**src/hw/nrx_pkg.sv**
```systemverilog
//--------------------------------------------------
// Shared constants for the maze racer main board
// Memory map, raster geometry and sound link sizing
//--------------------------------------------------
package nrx_pkg;

	// CPU bus
	localparam int ADDR_W = 16;
	localparam int DATA_W = 8;
	localparam int RAM_AW = 11;	// 2 KB work RAM

	//--------------------------------------------------
	// Memory map
	//--------------------------------------------------
	localparam logic [ADDR_W-1:0] RAM_BASE = 16'h9800;	// $9800-$9FFF
	localparam logic [ADDR_W-1:0] INP_BASE = 16'hA000;	// $A000-$AFFF, reads
	localparam logic [ADDR_W-1:0] SND_BASE = 16'hA100;	// $A100-$A17F, writes
	localparam logic [ADDR_W-1:0] LAT_BASE = 16'hA180;	// $A180-$A18F, writes

	// Low address bits ignored by each window compare
	localparam int INP_AW = 12;
	localparam int SND_AW = 7;
	localparam int LAT_AW = 4;

	// Latch page offsets
	localparam logic [LAT_AW-1:0] LAT_IE    = 4'd1;
	localparam logic [LAT_AW-1:0] LAT_LAMP0 = 4'd4;
	localparam logic [LAT_AW-1:0] LAT_LAMP1 = 4'd5;

	//--------------------------------------------------
	// Raster, in CCLK cycles and lines
	//--------------------------------------------------
	localparam int HV_W         = 9;	// Wide enough for both counters
	localparam int H_TOTAL      = 384;
	localparam int H_ACTIVE     = 288;
	localparam int V_TOTAL      = 264;
	localparam int V_ACTIVE     = 224;
	localparam int H_SYNC_START = 304;
	localparam int H_SYNC_LEN   = 32;
	localparam int V_SYNC_START = 240;
	localparam int V_SYNC_LEN   = 4;
	localparam int VBL_IRQ_LINE = 224;
	localparam int VBL_IRQ_HMAX = 8;	// Last hpos of the irq window

	// Sound link
	localparam int SND_DEPTH   = 4;	// Power of two, pointers wrap freely
	localparam int SND_CREDITS = 4;	// Sound board receive buffer
	localparam int SND_PW      = $clog2(SND_DEPTH);
	localparam int SND_CW      = $clog2(SND_CREDITS + 1);

endpackage

```
**src/hw/nrx_hv_timing.sv**
```systemverilog
//--------------------------------------------------
// Raster timing generator on CCLK
// Counters, blank and sync decodes, vblank irq pulse
//--------------------------------------------------
`timescale 1ns/1ps

module nrx_hv_timing
	import nrx_pkg::*;
(
	input  logic            CCLK,
	input  logic            arst_n,
	output logic [HV_W-1:0] hpos,
	output logic [HV_W-1:0] vpos,
	output logic            hblank,
	output logic            vblank,
	output logic            hsync,
	output logic            vsync,
	output logic            vbl_strobe
);

	logic [HV_W-1:0] h_nxt, v_nxt;
	logic            h_wrap;
	logic            win_nxt;	// Inside the irq window next cycle
	logic            win_q;

	//--------------------------------------------------
	// Next counts
	//--------------------------------------------------
	always_comb begin
		h_wrap = (hpos == HV_W'(H_TOTAL - 1));
		h_nxt  = h_wrap ? '0 : hpos + 1'b1;
		v_nxt  = vpos;
		if (h_wrap)
			v_nxt = (vpos == HV_W'(V_TOTAL - 1)) ? '0 : vpos + 1'b1;
		win_nxt = (v_nxt == HV_W'(VBL_IRQ_LINE)) && (h_nxt <= HV_W'(VBL_IRQ_HMAX));
	end

	// Decodes use the next count so they line up with hpos/vpos
	always_ff @(posedge CCLK or negedge arst_n) begin
		if (!arst_n) begin
			hpos       <= '0;
			vpos       <= '0;
			hblank     <= 1'b0;
			vblank     <= 1'b0;
			hsync      <= 1'b1;
			vsync      <= 1'b1;
			win_q      <= 1'b0;
			vbl_strobe <= 1'b0;
		end else begin
			hpos   <= h_nxt;
			vpos   <= v_nxt;
			hblank <= h_nxt >= HV_W'(H_ACTIVE);
			vblank <= v_nxt >= HV_W'(V_ACTIVE);
			hsync  <= ~((h_nxt >= HV_W'(H_SYNC_START)) &&
				(h_nxt < HV_W'(H_SYNC_START + H_SYNC_LEN)));	// Active low
			vsync  <= ~((v_nxt >= HV_W'(V_SYNC_START)) &&
				(v_nxt < HV_W'(V_SYNC_START + V_SYNC_LEN)));
			win_q  <= win_nxt;
			// Rising edge of the window, one set event per frame
			vbl_strobe <= win_nxt & ~win_q;
		end
	end

endmodule

```
**config.mk**
```make
export PLATFORM = sky130hd
export DESIGN_NAME = nrx_hv_timing
export DESIGN_NICKNAME = d
export VERILOG_FILES = /design/src/hw/nrx_pkg.sv /design/src/hw/nrx_hv_timing.sv
export SDC_FILE = /design/constraint.sdc
export NUM_CORES = 1
export LEC_CHECK = 0
export ABC_AREA = 1
export BUFFER_PORTS_ARGS = -buffer_cell sky130_fd_sc_hd__buf_4
export CAP_MARGIN = 15
export CELL_PAD_IN_SITES_DETAIL_PLACEMENT = 0
export CELL_PAD_IN_SITES_GLOBAL_PLACEMENT = 1
export CORE_MARGIN = 2
export CORE_UTILIZATION = 30
export DETAILED_ROUTE_END_ITERATION = 8
export GPL_TIMING_DRIVEN = 0
export HOLD_SLACK_MARGIN = 0.05
export PLACE_DENSITY = 0.61
export SLEW_MARGIN = 5
export SYNTH_ARGS = -nofsm -noshare
export SYNTH_HDL_FRONTEND = slang
export SYNTH_SLANG_ARGS = --single-unit
```
**constraint.sdc**
```tcl
create_clock -name CCLK -period 2.8 [get_ports CCLK]
set_clock_uncertainty 0.1 [all_clocks]
set_input_delay 0.56 -clock CCLK [delete_from_list [all_inputs] [get_ports CCLK]]
set_output_delay 0.56 -clock CCLK [all_outputs]
set_load 0.005 [all_outputs]
```
* Yosys cells after proc, flatten, opt, wreduce, memory -nomap -nowiden *
Cells that the tools add are included.

storage, ports and cells
  bits in registers = 24
  input port bits = 2
  output and inout port bits = 23
  word-level logic and storage cells = 30

operators by class
  add/subtract/negate cells = 2
  magnitude comparators = 7
  eq/ne operators = 3
  mux-type cells = 3
  bitwise logic cells = 4
  reductions and logical operators = 3

operators with widths
  cell                                                            count
  two-way mux 9 bit                                               3
  adder 9 x 1 -> 9 bit, second input constant                     2
  == test 9 bit, second input constant                            2
  >= comparator 9 x 8 -> 1 bit, second input constant             2
  >= comparator 9 bit, second input constant                      2
  == test 9 x 8 -> 1 bit, second input constant                   1
  less-or-equal comparator 9 x 4 -> 1 bit, second input constant  1
  < comparator 9 x 8 -> 1 bit, second input constant              1
  < comparator 9 bit, second input constant                       1
  logical AND 1 bit                                               3
  NOT 1 bit                                                       3
  AND 1 bit                                                       1

* Depth between registers and ports, before layout *
  depth in word-level cells = 6
  gate-level depth with buffers = 12

* Worst setup path before layout *
OpenSTA, ideal clock, no wires.

  path kind = register -> register
  start = reg hpos[0]
  end = reg vbl_strobe
  library setup time = 0.069 ns
  data arrival time = 1.517 ns
  required time = 2.631 ns
  slack = 1.114 ns
  stages on the path, launching flop included = 11
  cell sequence = dfrtp_1 ha_1 nand2_2 nor2_2 nand3_2 clkinv_1 o21ai_0 nand3_1 nor2_2 nand3_2 nor2_2

on the way
  cells in the longest elaborated chain, start to end = 5
  elaborated cells on any way between the ends = 8

ends and longest elaborated chain
  item                                                                                      line                                      text
  start, declared                                                                           nrx_hv_timing.sv:12                       output logic [HV_W-1:0] hpos,
  start signal, assigned                                                                    nrx_hv_timing.sv:50                       hpos <= h_nxt;
  adder 9 x 1 -> 9 bit / == test 9 bit (equally long branches)                              nrx_hv_timing.sv:31, nrx_hv_timing.sv:30
  two-way mux 9 bit, on equally long branches                                               nrx_hv_timing.sv:31, nrx_hv_timing.sv:33
  less-or-equal comparator 9 x 4 -> 1 bit / == test 9 x 8 -> 1 bit (equally long branches)  nrx_hv_timing.sv:35                       win_nxt = (v_nxt == HV_W'(VBL_IRQ_LINE)) && (h_nxt <= HV_W'(VBL_IRQ_HMAX));
  logical AND 1 bit *                                                                       nrx_hv_timing.sv:35
  AND 1 bit *                                                                               nrx_hv_timing.sv:60                       vbl_strobe <= win_nxt & ~win_q;
  end signal, assigned                                                                      nrx_hv_timing.sv:60
  end, declared                                                                             nrx_hv_timing.sv:18                       output logic vbl_strobe

Every way passes the cells marked *; elsewhere a longest branch is shown, timed or not.

* Worst setup path in the final report *
Same ends and word-level chain as after synthesis.

==> results.toml <==
[routing]
drtIter0Drc = 64
ant_nets = 0
wirelength_um = 3320
viasPerCell = 4.63
vias = 1222
avgRoutedWirePerCell_um = 12.6
dr.pass1.iters = 6
drc = 0

[timing]
tns_ps = 0
fin_ws_ps = 783
fin_crit_sh_pct = 72.0
max_freq_mhz = 496
rsz0062_at_grt = "no"
finalCriticalPeriod_ps = 2020
hold_viol = 0
setup_viol_count_final = 0
drv_slew = 0
maxSlewHeadroom_pct = 78.0
worstMarginPinSlew_ps = 330

[floorplan]
ios = 25
rows = 24
fp.coreArea_um2 = 4350
die-width_um = 71.0
fp.dieArea_um2 = 5040
die_h_um = 71.0
initial_core_util_pct = 30.9

[cells_and_area]
fillers = 466
area_growth_pct = 22.3
fin_nets = 217
drive_above_1_share_pct = 21.7
finalInstanceArea_um2 = 1650
fin_cells = 264
final_util_pct = 37.8
antenna_cells = 0

[pwr]
cellLeakagePower_nw = 0.961
ir_drop_mv = 0.162
p_per_area_nw_per_um2 = 365

[yosys]
avgSynthCellArea_um2 = 7.32
syn-num-nets = 188
yosysSeqAreaShare_pct = 44.8
synth.cell_area_um2 = 1350
postSynthCellCount = 184
synth_seq_cells = 24
synthDistinctLibCells = 21
yosysWarningCount = 0

[clocking]
cts_resized = 0
cts_tree = "built"
root_buffer = "clkbuf_8"
postCtsSetupBuffers = 0
numCtsBuffers = 3
holdBufCountCts = 0
cts-htree-levels = 1
clock_sinks = 24
path_clk_slew_ps = 90
clock_latency_ps = 270
clockBufferDepth = 2

[place]
pre_cts_ws_ps = 792
placed_area_um2 = 1590
gp_congestion = 0.753
dp.cells = 260
placement.io_buffers = 24
dpl.hpwl_um = 2550

[grt]
grt.total_usage_pct = 14.4
grt-ovfl-total = 0
grt_pass1_vias = 1185
grt_pass1_wl_um = 5750
grt_start_max_net_pins = 25
antenna_found_initial = 0

[worst_setup_path]
rrSetupSlack_ps = 780
rr_endpoint = "vbl_strobe"
cp_max_fo = 6
start_kind = "flip-flop"
arrival_ps = 2140
r2r_cells = 10
crit_type = "flip-flop to flip-flop"
crit_path_end_kind = "flip-flop"
cp-startpoint = "hpos[0]"
worstPathRequired_ps = 2920
rr_startpoint = "hpos[0]"

[status]
status = "finished, final reports clean"

[hold_path]
hp-class = "input port to async pin"

[run]
drv_cap = 0
where the power goes:
group	internal, mW	switching, mW	total [mW]
sequential	0.346	0	0.346
combinational	0.000951	0.00674	0.00769
clock	0.126	0.121	0.247
stage by stage:
stage	total power [mW]	hold WS, ps
after floorplan	0.353	164
after global placement	0.362	302
after detailed placement	0.362	309
after CTS	0.613	83.9
after global routing	0.625	93.4
final	0.601	68.2
cell type report:
class / count / area (um^2) / area share (%)
buffer: 1 / 11.3 / 0.683
clock buffer: 4 / 55.1 / 3.34
inverter: 37 / 140 / 8.50
multi-input combinational: 122 / 593 / 36.0
sequential: 24 / 603 / 36.6
tap: 52 / 65.1 / 3.95
timing repair buffer: 24 / 180 / 10.9
cells in the final DEF (no fill, tap or decap), drive strengths merged:
cell type	n
nand3	18
nand4	6
clkinv	2
xor2	3
dfstp	2
nor2	20
nand3b	1
clkbuf	4
o21ai	6
nor3	1
ha	2
nand2	63
inv	35
o21bai	1
o31ai	1
dfrtp	22
buf	25
registers in the layout (all words and copies together) (netlist names):
signal,flops
vblank,1
win_q,1
vbl_strobe,1
hsync,1
hpos,9
vpos,9
vsync,1
hblank,1
synth_stat cells:
cell type	count	area share, %
clkinv_2	1	0.37
ha_1	2	1.9
nand3_2	2	1.5
nor3_1	1	0.37
o31ai_1	1	0.56
clkinv_1	1	0.28
nand3_1	16	5.9
nand2_2	3	1.4
nand2_4	1	0.84
o21ai_0	6	2.2
inv_1	35	9.7
nor2_1	12	3.3
buf_6	1	0.84
nand2_1	59	16
dfrtp_1	22	41
nand4_1	6	2.8
xor2_1	3	2.0
o21bai_1	1	0.56
nor2_2	8	3.7
nand3b_1	1	0.56
dfstp_2	2	3.9
kinds of logic (layout without fill, tap and decap cells):
| family | count (synthesis) | after routing | share of synthesized area (%) |
|---|---|---|---|
| AND/OR/NAND/NOR | 109 | 109 | 36.9 |
| flip-flops | 24 | 24 | 44.8 |
| buffers and inverters | 38 | 66 | 11.2 |
| XOR/XNOR | 3 | 3 | 1.95 |
| AO/OA/AOI/OAI | 8 | 8 | 3.34 |
| adder cells (fa/ha/maj) | 2 | 2 | 1.86 |
how the worst max path moves through the flow:
stage | end | slack [ps] | cells after the start
floorplan | vbl_strobe | 1110 | 10
global placement | vbl_strobe | 810 | 10
detailed placement | vbl_strobe | 790 | 10
CTS | vbl_strobe | 760 | 10
global route | vbl_strobe | 510 | 10
finish | vbl_strobe | 780 | 10
routing by layer:
metal	global-route usage [%]	up-vias	wire length, um
met1	21.0	577	1680
met2	22.0	23	1490
met3	2.85	5	108
li1	-	617	-
met4	3.98	0	38
met5	0	-	0
critical path, stage by stage, from the launching register on:
cell and delay, ps:
dfrtp_1 430, ha_1 240, nand2_2 120, nor2_2 70, nand3_2 90, clkinv_1 180, o21ai_0 300, nand3_1 130
nor2_2 130, nand3_2 90, nor2_2 80
Note: power is estimated with default switching activity, not from simulation.
