==> config.mk <==
export PLATFORM = sky130hd
export DESIGN_NAME = nrx_ctrl_latch
export DESIGN_NICKNAME = d
export VERILOG_FILES = /design/src/hw/nrx_pkg.sv /design/src/hw/nrx_ctrl_latch.sv
export SDC_FILE = /design/constraint.sdc
export NUM_CORES = 1
export LEC_CHECK = 0
export BUFFER_PORTS_ARGS = -buffer_cell sky130_fd_sc_hd__buf_2
export CELL_PAD_IN_SITES_DETAIL_PLACEMENT = 0
export CELL_PAD_IN_SITES_GLOBAL_PLACEMENT = 2
export CORE_UTILIZATION = 22
export CTS_CLUSTER_DIAMETER = 80
export CTS_CLUSTER_SIZE = 12
export DETAILED_ROUTE_END_ITERATION = 10
export GPL_TIMING_DRIVEN = 0
export PLACE_DENSITY = 0.7
export SLEW_MARGIN = 20
export SYNTH_ARGS = -nofsm -noshare
export SYNTH_HDL_FRONTEND = slang
export SYNTH_SLANG_ARGS = --single-unit
==> constraint.sdc <==
create_clock -name CCLK -period 0.8 [get_ports CCLK]
set_input_delay 0 -clock CCLK [delete_from_list [all_inputs] [get_ports CCLK]]
set_output_delay 0 -clock CCLK [all_outputs]
set_load 0.01 [all_outputs]
==> src/hw/nrx_pkg.sv <==
//--------------------------------------------------
// Shared constants for the maze racer main board
// Memory map, raster geometry and sound link sizing
//--------------------------------------------------
package nrx_pkg;

	// CPU bus
	localparam int ADDR_W = 16;
	localparam int DATA_W = 8;
	localparam int RAM_AW = 11;	// 2 KB work RAM

	//--------------------------------------------------
	// Memory map
	//--------------------------------------------------
	localparam logic [ADDR_W-1:0] RAM_BASE = 16'h9800;	// $9800-$9FFF
	localparam logic [ADDR_W-1:0] INP_BASE = 16'hA000;	// $A000-$AFFF, reads
	localparam logic [ADDR_W-1:0] SND_BASE = 16'hA100;	// $A100-$A17F, writes
	localparam logic [ADDR_W-1:0] LAT_BASE = 16'hA180;	// $A180-$A18F, writes

	// Low address bits ignored by each window compare
	localparam int INP_AW = 12;
	localparam int SND_AW = 7;
	localparam int LAT_AW = 4;

	// Latch page offsets
	localparam logic [LAT_AW-1:0] LAT_IE    = 4'd1;
	localparam logic [LAT_AW-1:0] LAT_LAMP0 = 4'd4;
	localparam logic [LAT_AW-1:0] LAT_LAMP1 = 4'd5;

	//--------------------------------------------------
	// Raster, in CCLK cycles and lines
	//--------------------------------------------------
	localparam int HV_W         = 9;	// Wide enough for both counters
	localparam int H_TOTAL      = 384;
	localparam int H_ACTIVE     = 288;
	localparam int V_TOTAL      = 264;
	localparam int V_ACTIVE     = 224;
	localparam int H_SYNC_START = 304;
	localparam int H_SYNC_LEN   = 32;
	localparam int V_SYNC_START = 240;
	localparam int V_SYNC_LEN   = 4;
	localparam int VBL_IRQ_LINE = 224;
	localparam int VBL_IRQ_HMAX = 8;	// Last hpos of the irq window

	// Sound link
	localparam int SND_DEPTH   = 4;	// Power of two, pointers wrap freely
	localparam int SND_CREDITS = 4;	// Sound board receive buffer
	localparam int SND_PW      = $clog2(SND_DEPTH);
	localparam int SND_CW      = $clog2(SND_CREDITS + 1);

endpackage

==> src/hw/nrx_ctrl_latch.sv <==
//--------------------------------------------------
// Control latch page and vblank interrupt latch
// Holds vector, irq enable, pending bit and lamps
//--------------------------------------------------
`timescale 1ns/1ps

module nrx_ctrl_latch
	import nrx_pkg::*;
(
	input  logic              CCLK,
	input  logic              arst_n,
	input  logic              lat_we,
	input  logic [LAT_AW-1:0] lat_sel,
	input  logic              vec_we,
	input  logic [DATA_W-1:0] wdata,
	input  logic              vbl_strobe,
	output logic [DATA_W-1:0] int_vec,
	output logic              nmi_n,
	output logic [1:0]        lamp
);

	logic irq_en;		// Enable from LAT_IE
	logic irq_pend;		// Set once per frame by vblank
	logic ie_wr;

	assign ie_wr = lat_we & (lat_sel == LAT_IE);

	always_ff @(posedge CCLK or negedge arst_n) begin
		if (!arst_n) begin
			int_vec  <= '0;
			irq_en   <= 1'b0;
			irq_pend <= 1'b0;
			lamp     <= 2'b00;
		end else begin
			if (vec_we)
				int_vec <= wdata;	// I/O write loads the vector
			// Enable write also acks, and beats a same-cycle strobe
			if (ie_wr) begin
				irq_en   <= wdata[0];
				irq_pend <= 1'b0;
			end else if (vbl_strobe) begin
				irq_pend <= 1'b1;
			end
			if (lat_we && lat_sel == LAT_LAMP0)
				lamp[0] <= wdata[0];
			if (lat_we && lat_sel == LAT_LAMP1)
				lamp[1] <= wdata[0];
			// Other offsets have no latch here
		end
	end

	// Active low to the CPU
	assign nmi_n = ~(irq_pend & irq_en);

endmodule

Word-level counts from Yosys, hierarchy flattened. Cells that the tools add are included.

Register bits after elaboration: 12. Bits of input ports: 17. Output and inout port bits: 11. Word-level logic and storage cells: 16.

Equality and inequality tests: 3. Muxes and demuxes: 2. Bitwise operators: 3. Reduce and logical (&&, ||, !) cells: 3.

Operators with widths (count): equality test 4 x 3 -> 1 bit, second input constant (2); equality test 4 x 1 -> 1 bit, second input constant (1); AND 1 bit (2); logical AND 1 bit (2); 2-to-1 mux 1 bit (2); nonzero test 2 bit (1); NOT 1 bit (1).

Longest topological paths before layout. Gate-level depths: netlist of run 1.

Depth in word-level cells: 3. Mapped depth: 3. Depth with buffers taken out: 3.

Worst setup path after synthesis of run 1. No wires, ideal clock.

Path kind: reg-to-reg. Start: register, netlist name lamp[0]. End: register lamp[0]. Library setup time: 0.125 ns. Arrival: 0.646 ns. Data required time: 0.675 ns. Path slack: 0.029 ns. Cell stages (with the launch flop): 2. Buffers on the path: 0. Clock period less this slack: 0.771 ns. Path through: dfrtp_1 > mux2_2.

RTL lines: to (signal assigned) (RTL line nrx_ctrl_latch.sv:45) `lamp[0] <= wdata[0];`; to (decl) (RTL line nrx_ctrl_latch.sv:19) `output logic [1:0] lamp`.

Worst setup path in the final report of run 1.
Start: register irq_pend. End: output nmi_n.

Longest elaborated chain between the ends: 2.

Ends and longest elaborated chain: from (decl) (RTL line nrx_ctrl_latch.sv:23) `logic irq_pend;`; from (signal assigned) (RTL line nrx_ctrl_latch.sv:32) `irq_pend <= 1'b0;`; from (signal assigned) (RTL line nrx_ctrl_latch.sv:40) `irq_pend <= 1'b0;`; from (signal assigned) (RTL line nrx_ctrl_latch.sv:42) `irq_pend <= 1'b1;`; AND 1 bit (RTL line nrx_ctrl_latch.sv:53) `assign nmi_n = ~(irq_pend & irq_en);`; NOT 1 bit (RTL line nrx_ctrl_latch.sv:53); to (decl) (RTL line nrx_ctrl_latch.sv:18) `output logic nmi_n,`.

No other way between the ends.

==> flow_summary_export.csv, run 1 <==
group,metric,value,unit
pwr,p_total,0.00152,W
synthesis,postSynth.asyncResetShare,100,%
worst_setup_path,setup.worst_path.class,"reg2out",
synthesis,netlist_top_cells_area,"dfrtp_1, mux2_2, nand3b_1, nor3b_2, mux2_1",
sta,maxSlewViolCount,0,
cells_and_area,final-seq-area,300,µm²
synthesis,synth_area,473,µm²
route,initialDrtViolationCount,2,
synthesis,synth_fp_nets,47,
cells_and_area,multiInputGateArea,168,µm²
clocking,clkSlewWorstSetupHoldPaths,0.07,ns
worst_setup_path,worstPathArrival,0.82,ns
placed_design,dpl_worst_slack,-0.142,ns
worst_setup_path,cp_cell_sequence,"nand2_1 -> buf_2",
sta,final.setup_skew,0,ns
status,outcome,"complete, but fails checks",
route,route.final.wire_length,1090,µm
route,ant_nets,0,
worst_setup_path,timing.critical_path.required,0.80,ns
placed_design,place.detailed.instances,83,
worst_setup_path,critical_path.max_fanout,2,
cells_and_area,instances_no_fill,98,
synthesis,synth_cell_types,9,
cells_and_area,fill_cells,199,
sta,layout_worst_path_cycle_share,102,%
sta,max_slew.worst_pin.slew,0.271,ns
placed_design,area_after_dpl,637,µm²
clocking,clk_path_buf_depth,2,
global_routing,grt_overflow_total,0,
worst_setup_path,timing.critical_path.slowest_cell_delay,0.38,ns
floorplan,initial_core_util,23.9,%
synthesis,synth-warning-count,0,
floorplan,die_width,48.4,µm
worst_setup_path,crit_slowest_cell,"dfrtp_1",
route,vias,403,
sta,post-route-worst-setup-slack,-0.0196,ns
cells_and_area,post-route-cell-area,787,µm²
synthesis,synth_seq_area_share,63.5,%
synthesis,synth.cells.most_frequent,"dfrtp_1, mux2_2, nand3b_1",
placed_design,gpl_wtd_cong,0.609,
worst_setup_path,critical-path-top-delay-family,"flip-flops",
pwr,vdd_ir_drop_max,0.951,mV
floorplan,die_h,48.4,µm
cells_and_area,drive_gt1_share,60.6,%
synthesis,postSynthCellCount,30,
pwr,total_leakage_power,0.370,nW
sta,worst_slew_margin_rel,82.0,%
worst_setup_path,path_buf_inv,1,
synthesis,synth_ff_type,"dfrtp_1",
run,cap_violations,0,
route,first_pass_iters,3,
global_routing,grt_first_pass_wirelength,1840,µm
sta,max_freq,1220,MHz
pwr,power_dens_cells,1930,nW/µm²
floorplan,placementRows,16,
sta,rsz0062_at_grt,"yes",
cells_and_area,antenna_cells_inserted,0,
route,drt-vias-per-instance,4.11,
cells_and_area,number_of_nets_in_the_layout,89,
clocking,number_of_buffers_created_by_cts,3,
synthesis,post_synth.cell_area_avg,15.8,µm²
sta,fin_crit,0.820,ns
placed_design,placement.io_buffers,26,
route,post_drt_wl_per_cell,11.1,µm
cells_and_area,areaGrowthSynthToFinish,66.4,%
clocking,tritoncts_clock_tree,"done",
global_routing,vias_in_the_first_global_route,417,
synthesis,postSynthRegisterBits,12,
global_routing,grt_max_degree,13,
global_routing,antenna_violations_before_repair,0,
clocking,clock_insertion_delay_worst_skew,0.26,ns
synthesis,synth_largest_type_area_fraction,63.5,%
sta,timing.final.hold_violations,0,
global_routing,track_usage,10.2,%
worst_hold_path,holdCritPathClass,"in2reg",
floorplan,coreArea,1980,µm²
floorplan,die_area,2340,µm²
status,violations,"setup timing",
synthesis,number_of_enable_type_register_cells_in_the_synthesized_netlist,0,
route,final_routed_drc_violation_total,0,
clocking,clock-sinks,12,
worst_setup_path,end_kind,"primary output",
synthesis,most_used_standard_cell_by_instance_count_after_synthesis,"dfrtp_1",
floorplan,boundaryPins,28,
clocking,clock-root-buffer,"clkbuf_4",
sta,setup_violations,3,
synthesis,netlist.top_cell.by_area,"dfrtp_1",
worst_setup_path,startpoint_type,"flip-flop",
clocking,htree_num_levels,1,
[logic make-up after synthesis]
| kind of cell | synth area share [%] |
|---|---|
| compound gates | 1.59 |
| mux | 26.2 |
| flops | 63.5 |
| simple gates | 7.67 |
| buf+inv | 1.06 |
[path summary, 6_finish.rpt]
check,end,depth (start not counted),slack (ns),from
hold reg to reg,irq_en,1,0.50,irq_en
setup / recovery,nmi_n,2,-0.02,irq_pend
min in group asynchronous,lamp[0],2,0.13,arst_n
max in group asynchronous,int_vec[6],2,0.46,arst_n
setup reg to reg,irq_en,1,0.02,irq_en
hold / removal,lamp[1],3,0.08,lat_sel[0]
[tightest hold or removal path: stages]
cell     delay (ns)
buf_2          0.11
nand3_1        0.07
mux2_2         0.14
[final cells by class]
type | count | area share (%)
Buffer | 1 | 0.636
Clock buffer | 4 | 4.61
Multi-Input combinational cell | 17 | 21.3
Sequential cell | 12 | 38.2
Tap cell | 27 | 4.29
Timing Repair Buffer | 37 | 31.0
[sequential cells by signal, summed over array words and instances, names as in the netlist]
signal / count
irq_en: 1
int_vec: 8
irq_pend: 1
lamp: 2
[stage by stage]
stage | utilization [%] | hold WS, ns | setup TNS [ns]
after CTS | 39.0 | 0.0679 | -0.131
after global routing | 39.7 | 0.0811 | -0.387
after floorplan | - | -0.296 | 0
after detailed placement | 32.1 | -0.103 | -0.238
after global placement | 32.1 | -0.106 | -0.227
final | 39.7 | 0.0802 | -0.0287
[routing by layer]
metal | global-route usage, % | vias up | wire length (µm)
met3 | 3.77 | 0 | 113
met4 | 4.41 | 0 | 0
met5 | 0 | - | 0
met1 | 13.0 | 184 | 517
met2 | 15.3 | 28 | 458
li1 | - | 191 | -
[report_power, final]
group | switching [W] | internal (W)
Sequential | 0.0000388 | 0.000684
Clock | 0.000202 | 0.000276
Combinational | 0.000132 | 0.000191
[timing repair]
| item | in CTS | in global routing |
|---|---|---|
| hold buffers | 10 | 0 |
| endpoints found under the hold margin | 21 | 0 |
| setup buffers | 0 | 1 |
| gates resized for setup | 0 | 1 |
| pin swaps | 0 | 1 |
| endpoints found under the setup margin | 11 | 12 |
[placed cells by master, fill, tap and decap left out]
cell,Yosys,routed
mux2_1,1,1
nand3_1,1,1
clkbuf_4,0,3
buf_4,0,1
buf_6,0,1
nor3b_2,1,1
clkbuf_8,0,1
nand3b_1,2,2
o21a_1,1,1
buf_2,1,26
mux2_2,10,10
dfrtp_1,12,12
nand2_1,1,1
dlygate4sd3_1,0,10
Note: power is estimated with default switching activity, not from simulation.
==> inputs of run 2 (changes only) <==
--- a/config.mk
+++ b/config.mk
@@ -5,9 +5,11 @@
 export SDC_FILE = /design/constraint.sdc
 export NUM_CORES = 1
 export LEC_CHECK = 0
+export ABC_AREA = 1
 export BUFFER_PORTS_ARGS = -buffer_cell sky130_fd_sc_hd__buf_2
 export CELL_PAD_IN_SITES_DETAIL_PLACEMENT = 0
 export CELL_PAD_IN_SITES_GLOBAL_PLACEMENT = 2
+export CORE_MARGIN = 1.5
 export CORE_UTILIZATION = 22
 export CTS_CLUSTER_DIAMETER = 80
 export CTS_CLUSTER_SIZE = 12
==> run 2 against run 1 <==
The run still ends with setup timing left; via count rose by 16%; sequential power is essentially flat; hold slack got worse by 0.053 ns; clock power is 2% lower; critical endpoint unchanged.
==> flow_summary_export.csv, run 2 <==
group,metric,value,unit
clocking,clkSlewWorstSetupHoldPaths,0.07,ns
worst_setup_path,critical_path.max_fanout,2,
cells_and_area,max_flop_register,"int_vec",
status,violations,"setup timing",
route,initialDrtViolationCount,0,
synthesis,number_of_enable_type_register_cells_in_the_synthesized_netlist,0,
synthesis,synth_area,547,µm²
worst_setup_path,rr_startpoint,"int_vec[0]",
sta,post-route-worst-setup-slack,-0.0211,ns
floorplan,die_h,52.9,µm
sta,maxSlewViolCount,0,
worst_setup_path,timing.critical_path.required,0.80,ns
route,drt-vias-per-instance,3.99,
worst_setup_path,cp-startpoint,"irq_pend",
synthesis,synth.cells.most_frequent,"dfrtp_1, mux2_4, nand2_1",
clocking,clock_insertion_delay_worst_skew,0.26,ns
cells_and_area,largest_register_ffs,8,
clocking,tritoncts_clock_tree,"done",
sta,final.setup_skew,0,ns
synthesis,netlist_top_cells_area,"dfrtp_1, mux2_4, nand2_1, inv_1, nor2_1",
sta,layout_worst_path_cycle_share,103,%
synthesis,postSynthRegisterBits,12,
cells_and_area,mostFrequentLayoutCells,"buf_2, dfrtp_1, dlygate4sd3_1",
worst_setup_path,end_kind,"primary output",
worst_setup_path,setup.worst_path.class,"reg2out",
cells_and_area,final_core_util,38.6,%
synthesis,postSynthCellCount,47,
global_routing,grt_first_pass_wirelength,2030,µm
sta,max_freq,1220,MHz
route,final_routed_drc_violation_total,0,
floorplan,initial_core_util,24.0,%
synthesis,synth_cell_types,11,
cells_and_area,final_common_cell,"buf_2",
global_routing,vias_in_the_first_global_route,466,
clocking,htree_num_levels,1,
global_routing,grt_overflow_total,0,
worst_hold_path,holdCritPathClass,"in2reg",
floorplan,coreArea,2280,µm²
pwr,power_dens_cells,1790,nW/µm²
cells_and_area,areaGrowthSynthToFinish,60.6,%
cells_and_area,drive_gt1_share,46.1,%
route,ant_nets,0,
clocking,clock-root-buffer,"clkbuf_4",
synthesis,synth_largest_type_area_fraction,54.9,%
sta,worst_slew_margin_rel,81.9,%
placed_design,area_after_dpl,712,µm²
placed_design,post-dp-hpwl,814,µm
clocking,clk_path_buf_depth,2,
global_routing,track_usage,10.2,%
placed_design,placement.io_buffers,26,
synthesis,synth-warning-count,0,
run,cap_violations,0,
sta,setup_violations,1,
clocking,number_of_buffers_created_by_cts,3,
synthesis,synth_seq_area_share,54.9,%
cells_and_area,fill_cells,234,
floorplan,die_width,52.9,µm
route,first_pass_iters,1,
sta,timing.final.hold_violations,0,
floorplan,placementRows,17,
worst_hold_path,hold_path_startpoint,"lat_we",
cells_and_area,number_of_nets_in_the_layout,107,
route,route.final.wire_length,1160,µm
worst_setup_path,startpoint_type,"flip-flop",
synthesis,post_synth.cell_area_avg,11.6,µm²
synthesis,postSynth.asyncResetShare,100,%
synthesis,synth_fp_nets,64,
cells_and_area,antenna_cells_inserted,0,
pwr,p_total,0.00158,W
worst_setup_path,worstPathArrival,0.82,ns
synthesis,netlist.top_cell.by_area,"dfrtp_1",
pwr,vdd_ir_drop_max,0.806,mV
cells_and_area,post-route-cell-area,878,µm²
cells_and_area,reg.largest.list,"int_vec x8, lamp x2",
synthesis,most_used_standard_cell_by_instance_count_after_synthesis,"dfrtp_1",
placed_design,gpl_wtd_cong,0.688,
global_routing,antenna_violations_before_repair,0,
clocking,clock-sinks,12,
sta,fin_crit,0.821,ns
route,post_drt_wl_per_cell,9.94,µm
global_routing,grt_max_degree,13,
pwr,total_leakage_power,0.457,nW
sta,max_slew.worst_pin.slew,0.272,ns
synthesis,synth_ff_type,"dfrtp_1",
status,outcome,"complete, but fails checks",
floorplan,boundaryPins,28,
floorplan,die_area,2790,µm²
sta,rsz0062_at_grt,"yes",
route,vias,467,
==> run 2: cell count changes after synthesis, sizes merged <==
cell / previous run / this run
nand4: 0 / 2
mux2: 11 / 8
nor3b: 1 / 0
o21bai: 0 / 1
o21a: 1 / 0
inv: 0 / 5
a31oi: 0 / 1
nand3: 1 / 3
nand3b: 2 / 0
nor2: 0 / 6
nand2: 1 / 8
==> run 2: critical path, stage by stage (launching register included) <==
cell,delay (ns)
dfrtp_1,0.38
nand2_1,0.06
buf_2,0.12
==> run 2: timing repair <==
action,CTS,global route
setup buffers,1,0
hold endpoints to repair,21,0
hold buffers,11,0
setup endpoints to repair,6,11
pin swaps,1,0
resized for setup,0,2
==> run 2: cells by family after synthesis <==
kind of cell,synth area share (%)
buf+inv,5.49
simple gates,15.1
mux,22.0
compound gates,2.52
flops,54.9
==> run 2: per-stage QoR <==
step | cells | setup slack, ns | setup TNS, ns | hold slack (ns)
after global placement | 101 | 0.0548 | 0 | -0.106
after floorplan | 47 | 0.0207 | 0 | -0.296
final | 117 | -0.0211 | -0.0211 | 0.0272
after detailed placement | 101 | 0.0559 | 0 | -0.103
after CTS | 117 | -0.0358 | -0.0614 | 0.0168
after global routing | 117 | -0.0757 | -0.456 | 0.0316
==> run 2: area by class of cell <==
| class | instances | area (µm²) | share of cell area, % |
|---|---|---|---|
| multi-input cells | 29 | 216 | 24.6 |
| plain buffers | 1 | 11.3 | 1.28 |
| inverters | 5 | 18.8 | 2.14 |
| clock buffers | 4 | 36.3 | 4.13 |
| repair buffers | 38 | 260 | 29.6 |
| flip-flops and latches | 12 | 300 | 34.2 |
| well taps | 28 | 35.0 | 3.99 |
==> run 2: per-layer routing <==
layer	wire length [µm]	part of all wire [%]	GRT usage [%]
met4	0	0	5.13
met3	117	10	4.24
met1	551	47	13.2
met5	0	0	0
met2	494	42	14.4
==> run 2: path summary, 6_finish.rpt <==
path | to | slack (ns) | cells after the start
min in group asynchronous | int_vec[2] | 0.13 | 2
setup reg to reg | int_vec[0] | 0.03 | 1
setup / recovery | nmi_n | -0.02 | 2
hold / removal | irq_en | 0.03 | 3
max in group asynchronous | lamp[1] | 0.46 | 2
hold reg to reg | lamp[0] | 0.51 | 2
==> run 2: power by group <==
group          internal, W  switching (W)  total [W]
sequential        0.000681      0.0000412   0.000722
clock             0.000276       0.000192   0.000469
combinational     0.000231       0.000155   0.000385
