## config.mk

```make
export PLATFORM = sky130hd
export DESIGN_NAME = nrx_bus_decode
export DESIGN_NICKNAME = d
export VERILOG_FILES = /design/src/hw/nrx_pkg.sv /design/src/hw/nrx_bus_decode.sv
export SDC_FILE = /design/constraint.sdc
export NUM_CORES = 1
export LEC_CHECK = 0
export BUFFER_PORTS_ARGS = -buffer_cell sky130_fd_sc_hd__buf_2
export CORE_MARGIN = 2
export CORE_UTILIZATION = 34
export DETAILED_ROUTE_END_ITERATION = 10
export HOLD_SLACK_MARGIN = 0.12
export PLACE_DENSITY = 0.9
export SLEW_MARGIN = 20
export SYNTH_ARGS = -nofsm -noshare
export SYNTH_HDL_FRONTEND = slang
export SYNTH_SLANG_ARGS = --single-unit
```

## constraint.sdc

```tcl
create_clock -name CCLK -period 0.8 [get_ports CCLK]
set_input_delay 0.04 -clock CCLK [delete_from_list [all_inputs] [get_ports CCLK]]
set_output_delay 0.04 -clock CCLK [all_outputs]
set_load 0.01 [all_outputs]
```

## src/hw/nrx_pkg.sv

```systemverilog
//--------------------------------------------------
// Shared constants for the maze racer main board
// Memory map, raster geometry and sound link sizing
//--------------------------------------------------
package nrx_pkg;

	// CPU bus
	localparam int ADDR_W = 16;
	localparam int DATA_W = 8;
	localparam int RAM_AW = 11;	// 2 KB work RAM

	//--------------------------------------------------
	// Memory map
	//--------------------------------------------------
	localparam logic [ADDR_W-1:0] RAM_BASE = 16'h9800;	// $9800-$9FFF
	localparam logic [ADDR_W-1:0] INP_BASE = 16'hA000;	// $A000-$AFFF, reads
	localparam logic [ADDR_W-1:0] SND_BASE = 16'hA100;	// $A100-$A17F, writes
	localparam logic [ADDR_W-1:0] LAT_BASE = 16'hA180;	// $A180-$A18F, writes

	// Low address bits ignored by each window compare
	localparam int INP_AW = 12;
	localparam int SND_AW = 7;
	localparam int LAT_AW = 4;

	// Latch page offsets
	localparam logic [LAT_AW-1:0] LAT_IE    = 4'd1;
	localparam logic [LAT_AW-1:0] LAT_LAMP0 = 4'd4;
	localparam logic [LAT_AW-1:0] LAT_LAMP1 = 4'd5;

	//--------------------------------------------------
	// Raster, in CCLK cycles and lines
	//--------------------------------------------------
	localparam int HV_W         = 9;	// Wide enough for both counters
	localparam int H_TOTAL      = 384;
	localparam int H_ACTIVE     = 288;
	localparam int V_TOTAL      = 264;
	localparam int V_ACTIVE     = 224;
	localparam int H_SYNC_START = 304;
	localparam int H_SYNC_LEN   = 32;
	localparam int V_SYNC_START = 240;
	localparam int V_SYNC_LEN   = 4;
	localparam int VBL_IRQ_LINE = 224;
	localparam int VBL_IRQ_HMAX = 8;	// Last hpos of the irq window

	// Sound link
	localparam int SND_DEPTH   = 4;	// Power of two, pointers wrap freely
	localparam int SND_CREDITS = 4;	// Sound board receive buffer
	localparam int SND_PW      = $clog2(SND_DEPTH);
	localparam int SND_CW      = $clog2(SND_CREDITS + 1);

endpackage

```

## src/hw/nrx_bus_decode.sv

```systemverilog
//--------------------------------------------------
// CPU bus decoder and read data merge
// Strobe qualify, region enables, registered rdata
//--------------------------------------------------
`timescale 1ns/1ps

module nrx_bus_decode
	import nrx_pkg::*;
(
	input  logic              CCLK,
	input  logic              arst_n,
	input  logic [ADDR_W-1:0] addr,
	input  logic              mreq_n,
	input  logic              iorq_n,
	input  logic              rd_n,
	input  logic              wr_n,
	input  logic              m1_n,
	input  logic              rfsh_n,
	input  logic [DATA_W-1:0] ram_rdata,
	input  logic [DATA_W-1:0] ctr1,
	input  logic [DATA_W-1:0] ctr2,
	input  logic [DATA_W-1:0] dsw,
	input  logic [DATA_W-1:0] int_vec,
	output logic              ram_we,
	output logic [RAM_AW-1:0] ram_addr,
	output logic              lat_we,
	output logic [LAT_AW-1:0] lat_sel,
	output logic              vec_we,
	output logic              snd_push,
	output logic [DATA_W-1:0] rdata
);

	logic              mem_cyc, mem_rd, mem_wr;	// Qualified strobes
	logic              io_wr, int_ack;
	logic              in_ram, in_inp, in_snd, in_lat;
	logic [DATA_W-1:0] inp_data;
	logic              ram_sel_q;			// RAM was read last cycle
	logic [DATA_W-1:0] port_q;			// Input port or vector byte

	// Refresh cycles also pull mreq_n low, keep them out
	assign mem_cyc = ~mreq_n & rfsh_n;
	assign mem_rd  = mem_cyc & ~rd_n;
	assign mem_wr  = mem_cyc & ~wr_n;
	assign io_wr   = ~iorq_n & ~wr_n & m1_n;
	assign int_ack = ~iorq_n & ~m1_n;		// Vector fetch

	//--------------------------------------------------
	// Region compares
	//--------------------------------------------------
	assign in_ram = addr[ADDR_W-1:RAM_AW] == RAM_BASE[ADDR_W-1:RAM_AW];
	assign in_inp = addr[ADDR_W-1:INP_AW] == INP_BASE[ADDR_W-1:INP_AW];
	assign in_snd = addr[ADDR_W-1:SND_AW] == SND_BASE[ADDR_W-1:SND_AW];
	assign in_lat = addr[ADDR_W-1:LAT_AW] == LAT_BASE[ADDR_W-1:LAT_AW];

	assign ram_we   = in_ram & mem_wr;
	assign ram_addr = addr[RAM_AW-1:0];
	assign lat_we   = in_lat & mem_wr;
	assign lat_sel  = addr[LAT_AW-1:0];		// Offset within latch page
	assign vec_we   = io_wr;
	assign snd_push = in_snd & mem_wr;

	// DSW above controller 2 above controller 1
	assign inp_data = addr[8] ? dsw : (addr[7] ? ctr2 : ctr1);

	// Read source held for one cycle to line up with the RAM
	always_ff @(posedge CCLK or negedge arst_n) begin
		if (!arst_n) begin
			ram_sel_q <= 1'b0;
			port_q    <= '0;
		end else begin
			ram_sel_q <= in_ram & mem_rd;
			if (in_inp && mem_rd)
				port_q <= inp_data;
			else if (int_ack)
				port_q <= int_vec;
			else
				port_q <= '0;	// ROM, unmapped or idle
		end
	end

	assign rdata = (ram_sel_q ? ram_rdata : '0) | port_q;

endmodule

```

-- Word level (Yosys, flattened, before mapping)
Cells that the tools add are included.
- bits in registers: 9
- input bits: 64
- output and inout bits: 27
- word-level logic and storage cells: 28
- eq/ne operators: 4
- muxes and demuxes: 5
- bitwise gates (word level): 16
- reduce and logical (&&, ||, !) cells: 1
- operators with widths (kind ; count):
    $mux W8 ; 5
    $eq A12 B12 Y1 const B ; 1
    $and A1 B1 Y1 ; 10
    $eq A9 B9 Y1 const B ; 1
    $or A8 B8 Y8 ; 1
    $eq A5 B5 Y1 const B ; 1
    $not A1 Y1 ; 5
    $eq A4 B4 Y1 const B ; 1
    $logic_and A1 B1 Y1 ; 1

-- Longest topological paths before layout
Gate-level depths: netlist (run 1).
- word-level depth: 5
- gate-level depth with buffers: 4
- depth with buffers taken out: 3

-- Worst setup path after synthesis (run 1)
Ideal clock, no wire load.
- kind: input port to output port
- start point: input addr[8]
- end point: output lat_we
- data arrival time: 0.781 ns
- required time: 0.760 ns
- slack: -0.021 ns
- stages: 4
- path buffers: 1
- path through: buf_6 > nor4b_4 > nand3_2 > nor4_2
- word-level cells in the longest chain between the ends: 2
- RTL lines (what ; line ; text):
    from (decl) ; nrx_bus_decode.sv:12 ; input logic [ADDR_W-1:0] addr,
    $eq A12 B12 Y1 ; nrx_bus_decode.sv:53 ; assign in_lat = addr[ADDR_W-1:LAT_AW] == LAT_BASE[ADDR_W-1:LAT_AW];
    $and A1 B1 Y1 ; nrx_bus_decode.sv:57 ; assign lat_we = in_lat & mem_wr;
    to (decl) ; nrx_bus_decode.sv:26 ; output logic lat_we,
Every way passes these cells.

-- Worst setup path after layout (run 1)
- start point: register ram_sel_q
- end point: output rdata[7]
- word-level cells in the longest chain between the ends: 2
- RTL lines (what ; line ; text):
    from (decl) ; nrx_bus_decode.sv:37 ; logic ram_sel_q;
    from (signal assigned) ; nrx_bus_decode.sv:71 ; ram_sel_q <= in_ram & mem_rd;
    $mux W8 ; nrx_bus_decode.sv:81 ; assign rdata = (ram_sel_q ? ram_rdata : '0) | port_q;
    $or A8 B8 Y8 ; nrx_bus_decode.sv:81 ;
    to (decl) ; nrx_bus_decode.sv:30 ; output logic [DATA_W-1:0] rdata
Every way passes these cells.

==> impl_metrics.toml, run 1 <==
[outcome]
status = "complete, but fails checks"
violations = "negative setup slack"

[synth]
ys_ff_latch = 9
syn_avg_cell_area_sq_um = 10.4
synth_area_sq_um = 843
synth_area_leaders = "dfrtp_1 27%, mux2i_1 19%, buf_4 14%"
yosysWarningCount = 0
synth_top_area_cell = "dfrtp_1"
synth_top_area_share_pct = 26.7
synth_nets = 145
ys_seq_area_share_pct = 26.7
netlist_instances = 81
synth.distinct_cells = 20

[final_layout]
fin_area_sq_mm = 0.00150
final_cells = 202
antenna_cells = 0
area_growth_pct = 78.0
drive_above_1_share_pct = 61.6
final_common_cell = "buf_2"
fillers = 145
fin_nets = 237
post-route-util_pct = 62.3
multiInputGateArea_sq_um = 515
regArea_sq_um = 226
layout_common_cells = "71 x buf_2, 17 x dlygate4sd3_1, 15 x mux2i_1"

[hold_path]
hold_start = "addr[14]"
hold_path_end = "ram_sel_q"
whs_path_depth = 3
hp-class = "in -> reg"

[timing]
tns_ns = -2.30
fmaxAchievable_mhz = 930
period_needed_ns = 1.08
slew_violations = 0
worst_slew_pin_slew_ns = 0.310
slew_headroom_pct = 79.3
setup_slack_ns = -0.276
rsz0062_at_grt = "yes"
hold_violations = 0
setup_viol_count_final = 10
period_share_pct = 134

[global_routing]
grt_pass1_vias = 1006
grt_pass1_wl_microns = 4650
grt_usage_pct = 22.9
antenna_found_initial = 0
gr-total-overflow = 0
grt_max_degree = 11

[job]
drv_cap = 0

[route]
dr.pass1.iters = 4
wl_microns = 3210
drc = 0
ant_nets = 0
first_iter_violations = 26
wl_per_cell_microns = 15.9
viasPerCell = 4.93
vias = 996

[power_and_ir_drop]
seqPwrFrac_pct = 34.1
switchingPower_uw = 406
power.leakage_nw = 0.947
sw_frac_of_total_pct = 29.0
p_clk_share_pct = 26.2
p_int_uw = 995
power_density_mw_per_mm2 = 933
ir_worst_vdd_uv = 652
comb_power_share_pct = 39.8

[placed_design]
io_buffers = 78
place_area_sq_mm = 0.00118
dp_cells = 176
place_congestion = 0.700
hpwlAfterDp_microns = 1860

[die]
initial_core_util_pct = 35.0
die_area_sq_mm = 0.00289
die-width_microns = 53.8
fp.coreArea_sq_mm = 0.00241
ios = 91
die_y_microns = 53.8
num_rows = 18

[critical_path]
arrival_ns = 1.04
crit_type = "reg -> out"
endpoint_kind = "primary output"
required_ns = 0.76
critical_path.max_fanout = 8
start_kind = "flop"

[clocking]
cts_hold_buf = 21
clk_pin_slew_worst_paths_ns = 0.06
clock_path_buffers = 2
numCtsBuffers = 3
cts_sinks = 9
root_buffer = "clkbuf_4"
cts_tree = "built"
htreeDepth = 1
==> layer usage <==
metal / GRT usage (%) / vias to the layer above / part of all wire, %
li1: - / 457 / -
met1: 28.8 / 462 / 39
met2: 36.2 / 69 / 48
met3: 6.39 / 8 / 10
met4: 10.7 / 0 / 2.5
met5: 0 / - / 0
==> critical path, cell delays in order, from the launching register on <==
cell and delay (ns):
dfrtp_2 0.45, a21o_1 0.18, buf_2 0.14
==> area by class of cell <==
| type | instances | area share [%] |
|---|---|---|
| clock buffer | 4 | 1.75 |
| multi-input combinational | 54 | 34.3 |
| sequential | 9 | 15.1 |
| tap | 30 | 2.50 |
| timing repair buffer | 105 | 46.3 |
==> Yosys cell counts (all sizes together) <==
cell    number
nand3        1
nor4b        1
nor3b        3
or2b         1
and3         2
nand2        9
nor4bb       1
clkbuf       1
nor4         1
buf         17
mux2         8
and4bb       1
a21o         8
mux2i       16
nor2         2
dfrtp        9
==> kinds of logic after synthesis <==
kind of cell	Yosys count	share of synthesized area, %
AOI/OAI and AO/OA	8	7.12
and+or+nand+nor	22	20.5
DFF	9	26.7
buffers and inverters	18	16.0
muxes	24	29.7
==> what timing repair did <==
| item | CTS | global route |
|---|---|---|
| hold endpoints to repair | 26 | 1 |
| pin swaps | 5 | 2 |
| setup buffers | 2 | 0 |
| gates resized for setup | 7 | 9 |
| endpoints found under the setup margin | 10 | 18 |
==> power by group through the flow <==
stage / clock (mW) / combinational [mW] / sequential [mW]
after floorplan: 0 / 0.237 / 0.484
after global placement: 0 / 0.386 / 0.485
after detailed placement: 0 / 0.395 / 0.486
after CTS: 0.344 / 0.512 / 0.478
after global routing: 0.389 / 0.595 / 0.479
final: 0.366 / 0.557 / 0.477
==> per-stage QoR <==
step                      hold slack (ns)  power [mW]  setup slack, ns
after floorplan                    -0.256       0.720           0.0114
after global placement             -0.111       0.871           -0.159
after detailed placement           -0.113       0.881           -0.172
after CTS                           0.103        1.33           -0.265
after global routing                0.108        1.46           -0.304
final                               0.107        1.40           -0.276
==> sequential cells by signal, indices dropped and copies added, names as in the netlist <==
register,cells
ram_sel_q,1
port_q,8
==> worst max-delay path by stage <==
stage | startpoint | slack, ns | end | depth (start not counted)
floorplan | addr[8] | 0.01 | lat_we | 4
global placement | addr[11] | -0.16 | lat_we | 5
detailed placement | addr[11] | -0.17 | lat_we | 5
CTS | ram_sel_q | -0.26 | rdata[7] | 2
global route | ram_sel_q | -0.30 | rdata[2] | 2
finish | ram_sel_q | -0.28 | rdata[7] | 2
No activity file was read; power rests on OpenSTA's default activity.
==> run 2, diff against run 1 <==
- ABC_AREA: unset -> 1
- CORE_ASPECT_RATIO: unset -> 0.5
- CORE_UTILIZATION: 34 -> 37
- PLACE_DENSITY: 0.9 -> 0.92
==> impl_metrics.toml, run 2 <==
[critical_path]
critical_path.max_fanout = 8
required_ns = 0.76
start_kind = "flop"
arrival_ns = 1.01
endpoint_kind = "primary output"
crit_type = "reg -> out"
crit_path_cell_trace = "a21o_1, buf_2"
crit_path_start = "ram_sel_q"
slowest_delay_ns = 0.46
crit_slowest_cell = "dfrtp_2"

[route]
wl_per_cell_microns = 11.9
wl_microns = 3250
viasPerCell = 4.60
dr.pass1.iters = 4
first_iter_violations = 81
vias = 1255
ant_nets = 0
drc = 0

[final_layout]
drive_above_1_share_pct = 45.3
fillers = 215
layout_common_cells = "70 x buf_2, 59 x nand2_1, 13 x inv_1"
largest_register = "port_q"
largest_reg_flops = 8
final_common_cell = "buf_2"
antenna_cells = 0
largestRegisters = "port_q (8), ram_sel_q (1)"
area_growth_pct = 49.4
fin_nets = 301
fin_area_sq_mm = 0.00146

[synth]
synth_flop_cell = "dfrtp_1"
synth_area_leaders = "nand2_1 24%, dfrtp_1 23%, buf_4 13%"
synth_area_sq_um = 978
syn_avg_cell_area_sq_um = 5.89
yosysWarningCount = 0
synth_top_area_cell = "nand2_1"
synth_compound_area_share_pct = 6.14
synthMuxAreaShare_pct = 0
synth_top_family_by_area = "simple AND/OR/NAND/NOR gates"
ys_ff_latch = 9
synth_top_area_share_pct = 23.8
synthArstFlopShare_pct = 100
ys_seq_area_share_pct = 23.0
synth.most_common_cell = "nand2_1"
synth_nets = 230
netlist_instances = 166
synth_edf_count = 0
ys_top_cells_by_count = "62 x nand2_1, 17 x buf_4, 14 x inv_1"
synth.distinct_cells = 20
synthAdderAreaFrac_pct = 0
synth-xor-area-share_pct = 0
yosys.area_share.simple_pct = 44.0

[die]
ios = 91
num_rows = 13
die_y_microns = 40.4
fp.coreArea_sq_mm = 0.00255
initial_core_util_pct = 38.3
die-width_microns = 76.7
die_area_sq_mm = 0.00310

[timing]
setup_slack_ns = -0.252
tns_ns = -1.91
fmaxAchievable_mhz = 950
setup_viol_count_final = 8
period_needed_ns = 1.05
slew_violations = 0
period_share_pct = 132
worst_slew_pin_slew_ns = 0.431
hold_violations = 0
rsz0062_at_grt = "yes"
slew_headroom_pct = 71.2
holdWs_ns = 0.117

[placed_design]
place_congestion = 0.767
hpwlAfterDp_microns = 2270
io_buffers = 78
place_area_sq_mm = 0.00128
preCtsSetupSlack_ns = -0.0495

[global_routing]
gr-total-overflow = 0
grt_pass1_wl_microns = 4860
grt_max_degree = 12
antenna_found_initial = 0
grt_usage_pct = 20.5
grt_pass1_vias = 1167

[clocking]
cts_sinks = 9
numCtsBuffers = 3
root_buffer = "clkbuf_8"
cts_tree = "built"
htreeDepth = 1
clock_path_buffers = 2
clk_pin_slew_worst_paths_ns = 0.05
postCtsSetupRepairBufs = 0

[power_and_ir_drop]
power_density_mw_per_mm2 = 1050
power.leakage_nw = 0.936
ir_worst_vdd_uv = 433

[hold_path]
hp-class = "in -> reg"
whs_path_depth = 3
hold_start = "addr[11]"

[job]
drv_cap = 0

[outcome]
status = "complete, but fails checks"
violations = "negative setup slack"
==> run 2: changes by cell type after synthesis, moves of 8 or more <==
cell	before	now
nor2_2	0	8
nand3_1	0	9
inv_1	0	14
nand2_1	8	62
mux2_2	8	0
mux2i_1	16	0
inv_2	0	11
==> run 2: stage by stage <==
stage / util, % / std cells / power, mW
after detailed placement: 50.1 / 263 / 0.916
after global placement: 50.1 / 263 / 0.899
after global routing: 57.2 / 273 / 1.62
after CTS: 56.2 / 278 / 1.49
after floorplan: - / 166 / 0.760
final: 57.2 / 273 / 1.53
==> run 2: final timing paths <==
check / slack, ns / endpoint
min in group asynchronous: 0.20 / port_q[3]
max in group asynchronous: 0.40 / ram_sel_q
setup / recovery: -0.25 / rdata[3]
hold / removal: 0.12 / ram_sel_q
==> run 2: layout make-up <==
class	instances	area, sq um	share of cell area [%]
flip-flops and latches	9	226	15.5
clock buffers	4	45.0	3.08
multi-input cells	106	520	35.6
inverters	32	125	8.56
repair buffers	85	498	34.1
well taps	37	46.3	3.17
==> run 2: cell families after synthesis <==
group,after synthesis
AOI/OAI and AO/OA,8
buffers and inverters,51
DFF,9
and+or+nand+nor,98
==> run 2: routing by layer <==
metal  share of wire, %  track usage, %  wire length, microns
met5                  0               0                     0
met1                 36            20.9                  1160
met3                7.6            4.73                   247
met4                1.3            6.36                    42
met2                 55            45.0                  1790
==> run 2: repair_timing <==
| action | 4_1_cts | 5_1_grt |
|---|---|---|
| setup endpoints to repair | 8 | 15 |
| hold buffers | 11 | 0 |
| pin swaps | 3 | 6 |
| endpoints found under the hold margin | 23 | 0 |
| resized for setup | 1 | 16 |
==> run 2: critical path: cells and delay by family, from the launching register on <==
kind            cells  cell delay [ns]
buf+inv             1             0.14
compound gates      1             0.19
flops               1             0.46
==> run 2: report_power, final <==
part | internal (mW) | total, mW | switching, mW | leakage [nW]
Combinational | 0.247 | 0.521 | 0.274 | 0.794
Clock | 0.348 | 0.531 | 0.183 | 0.0228
Sequential | 0.474 | 0.481 | 0.00761 | 0.120
==> run 3, diff against run 2 <==
- clock period: 0.8 -> 1.2 ns (I/O delays scaled with it)
==> impl_metrics.toml, run 3 (same netlist as run 2, synthesis figures left out) <==
[timing]
setup_viol_count_final = 0
slew_headroom_pct = 70.9
holdWs_ns = 0.120
period_needed_ns = 1.11
setup_slack_ns = 0.0887
slew_violations = 0
rsz0062_at_grt = "no"
tns_ns = 0
worst_slew_pin_slew_ns = 0.437
period_share_pct = 92.6
hold_violations = 0
fmaxAchievable_mhz = 900

[final_layout]
fin_area_sq_mm = 0.00133
area_growth_pct = 35.7
final_common_cell = "buf_2"
largestRegisters = "port_q (8), ram_sel_q (1)"
fin_nets = 295
largest_register = "port_q"
layout_common_cells = "78 x buf_2, 62 x nand2_1, 14 x inv_1"
drive_above_1_share_pct = 44.8
antenna_cells = 0
largest_reg_flops = 8

[critical_path]
arrival_ns = 1.05
slowest_delay_ns = 0.46
start_kind = "flop"
required_ns = 1.14
crit_type = "reg -> out"
critical_path.max_fanout = 8
crit_path_cell_trace = "a21o_1, buf_2"
endpoint_kind = "primary output"
crit_slowest_cell = "dfrtp_1"

[clocking]
clock_path_buffers = 2
root_buffer = "clkbuf_8"
cts_sinks = 9
numCtsBuffers = 3
cts_tree = "built"
clk_pin_slew_worst_paths_ns = 0.05
htreeDepth = 1

[hold_path]
hold_path_end = "lat_sel[3]"
hp-class = "in -> out"
hold_start = "addr[3]"
whs_path_depth = 0

[route]
viasPerCell = 4.46
wl_per_cell_microns = 10.8
drc = 0
ant_nets = 0
vias = 1192
dr.pass1.iters = 4
first_iter_violations = 70
wl_microns = 2870

[power_and_ir_drop]
ir_worst_vdd_uv = 388
power.leakage_nw = 0.901
power_density_mw_per_mm2 = 727

[global_routing]
grt_pass1_wl_microns = 4180
use_met3_pct = 2.25
grt_pass1_vias = 1021
grt_max_degree = 12
antenna_found_initial = 0
gr-total-overflow = 0
met1_usage_pct = 17.6
grt.busiest_layer = "met2"
grt_usage_pct = 17.7
use_met2_pct = 39.0

[die]
initial_core_util_pct = 38.3
fp.coreArea_sq_mm = 0.00255
num_rows = 13
die_area_sq_mm = 0.00310
die-width_microns = 76.7
die_y_microns = 40.4
ios = 91

[placed_design]
io_buffers = 78
place_congestion = 0.765
preCtsSetupSlack_ns = 0.309
hpwlAfterDp_microns = 2380
place_area_sq_mm = 0.00127

[outcome]
status = "finished clean"

[job]
drv_cap = 0
run 3: power by group:
group	switching, mW	total, mW	internal, mW
Sequential	0.00407	0.320	0.316
Clock	0.123	0.354	0.232
Combinational	0.154	0.291	0.137
run 3: critical path: cells and delay by family, from the launching register on:
family,cells,cell delay (ns)
AOI/OAI and AO/OA,1,0.22
buffers and inverters,1,0.13
DFF,1,0.46
run 3: routing by layer:
layer | up-vias | wire, microns
li1 | 602 | -
met1 | 533 | 1090
met2 | 45 | 1580
met3 | 12 | 115
met4 | 0 | 93
met5 | - | 0
run 3: what timing repair did:
item | in CTS | in global routing
endpoints found under the hold margin | 9 | 0
hold buffers | 1 | 0
setup buffers | 0 | 0
setup endpoints to repair | 0 | 0
gates resized for setup | 0 | 0
run 3: worst max-delay path by stage:
stage	startpoint	endpoint	slack, ns	cells past startpoint
final	ram_sel_q	rdata[3]	0.09	2
after global routing	ram_sel_q	rdata[3]	0.05	2
after CTS	ram_sel_q	rdata[3]	0.1	2
after detailed placement	iorq_n	port_q[4]	0.31	5
after global placement	iorq_n	port_q[0]	0.35	5
after floorplan	ram_sel_q	rdata[3]	0.43	2
run 3: per-stage QoR:
stage / total power [mW] / instances / util, %
3_5_place_dp: 0.610 / 262 / 49.8
4_1_cts: 0.958 / 267 / 52.0
3_3_place_gp: 0.597 / 262 / 49.8
6_report: 0.965 / 267 / 52.0
2_1_floorplan: 0.507 / 166 / -
5_1_grt: 1.02 / 267 / 52.0
run 3: final cells by class:
cell class	count	area, sq um
sequential	9	225
fill	241	1230
clock buffer	4	45.0
timing repair buffer	79	400
multi-input combinational	106	490
inverter	32	120
tap	37	46.3
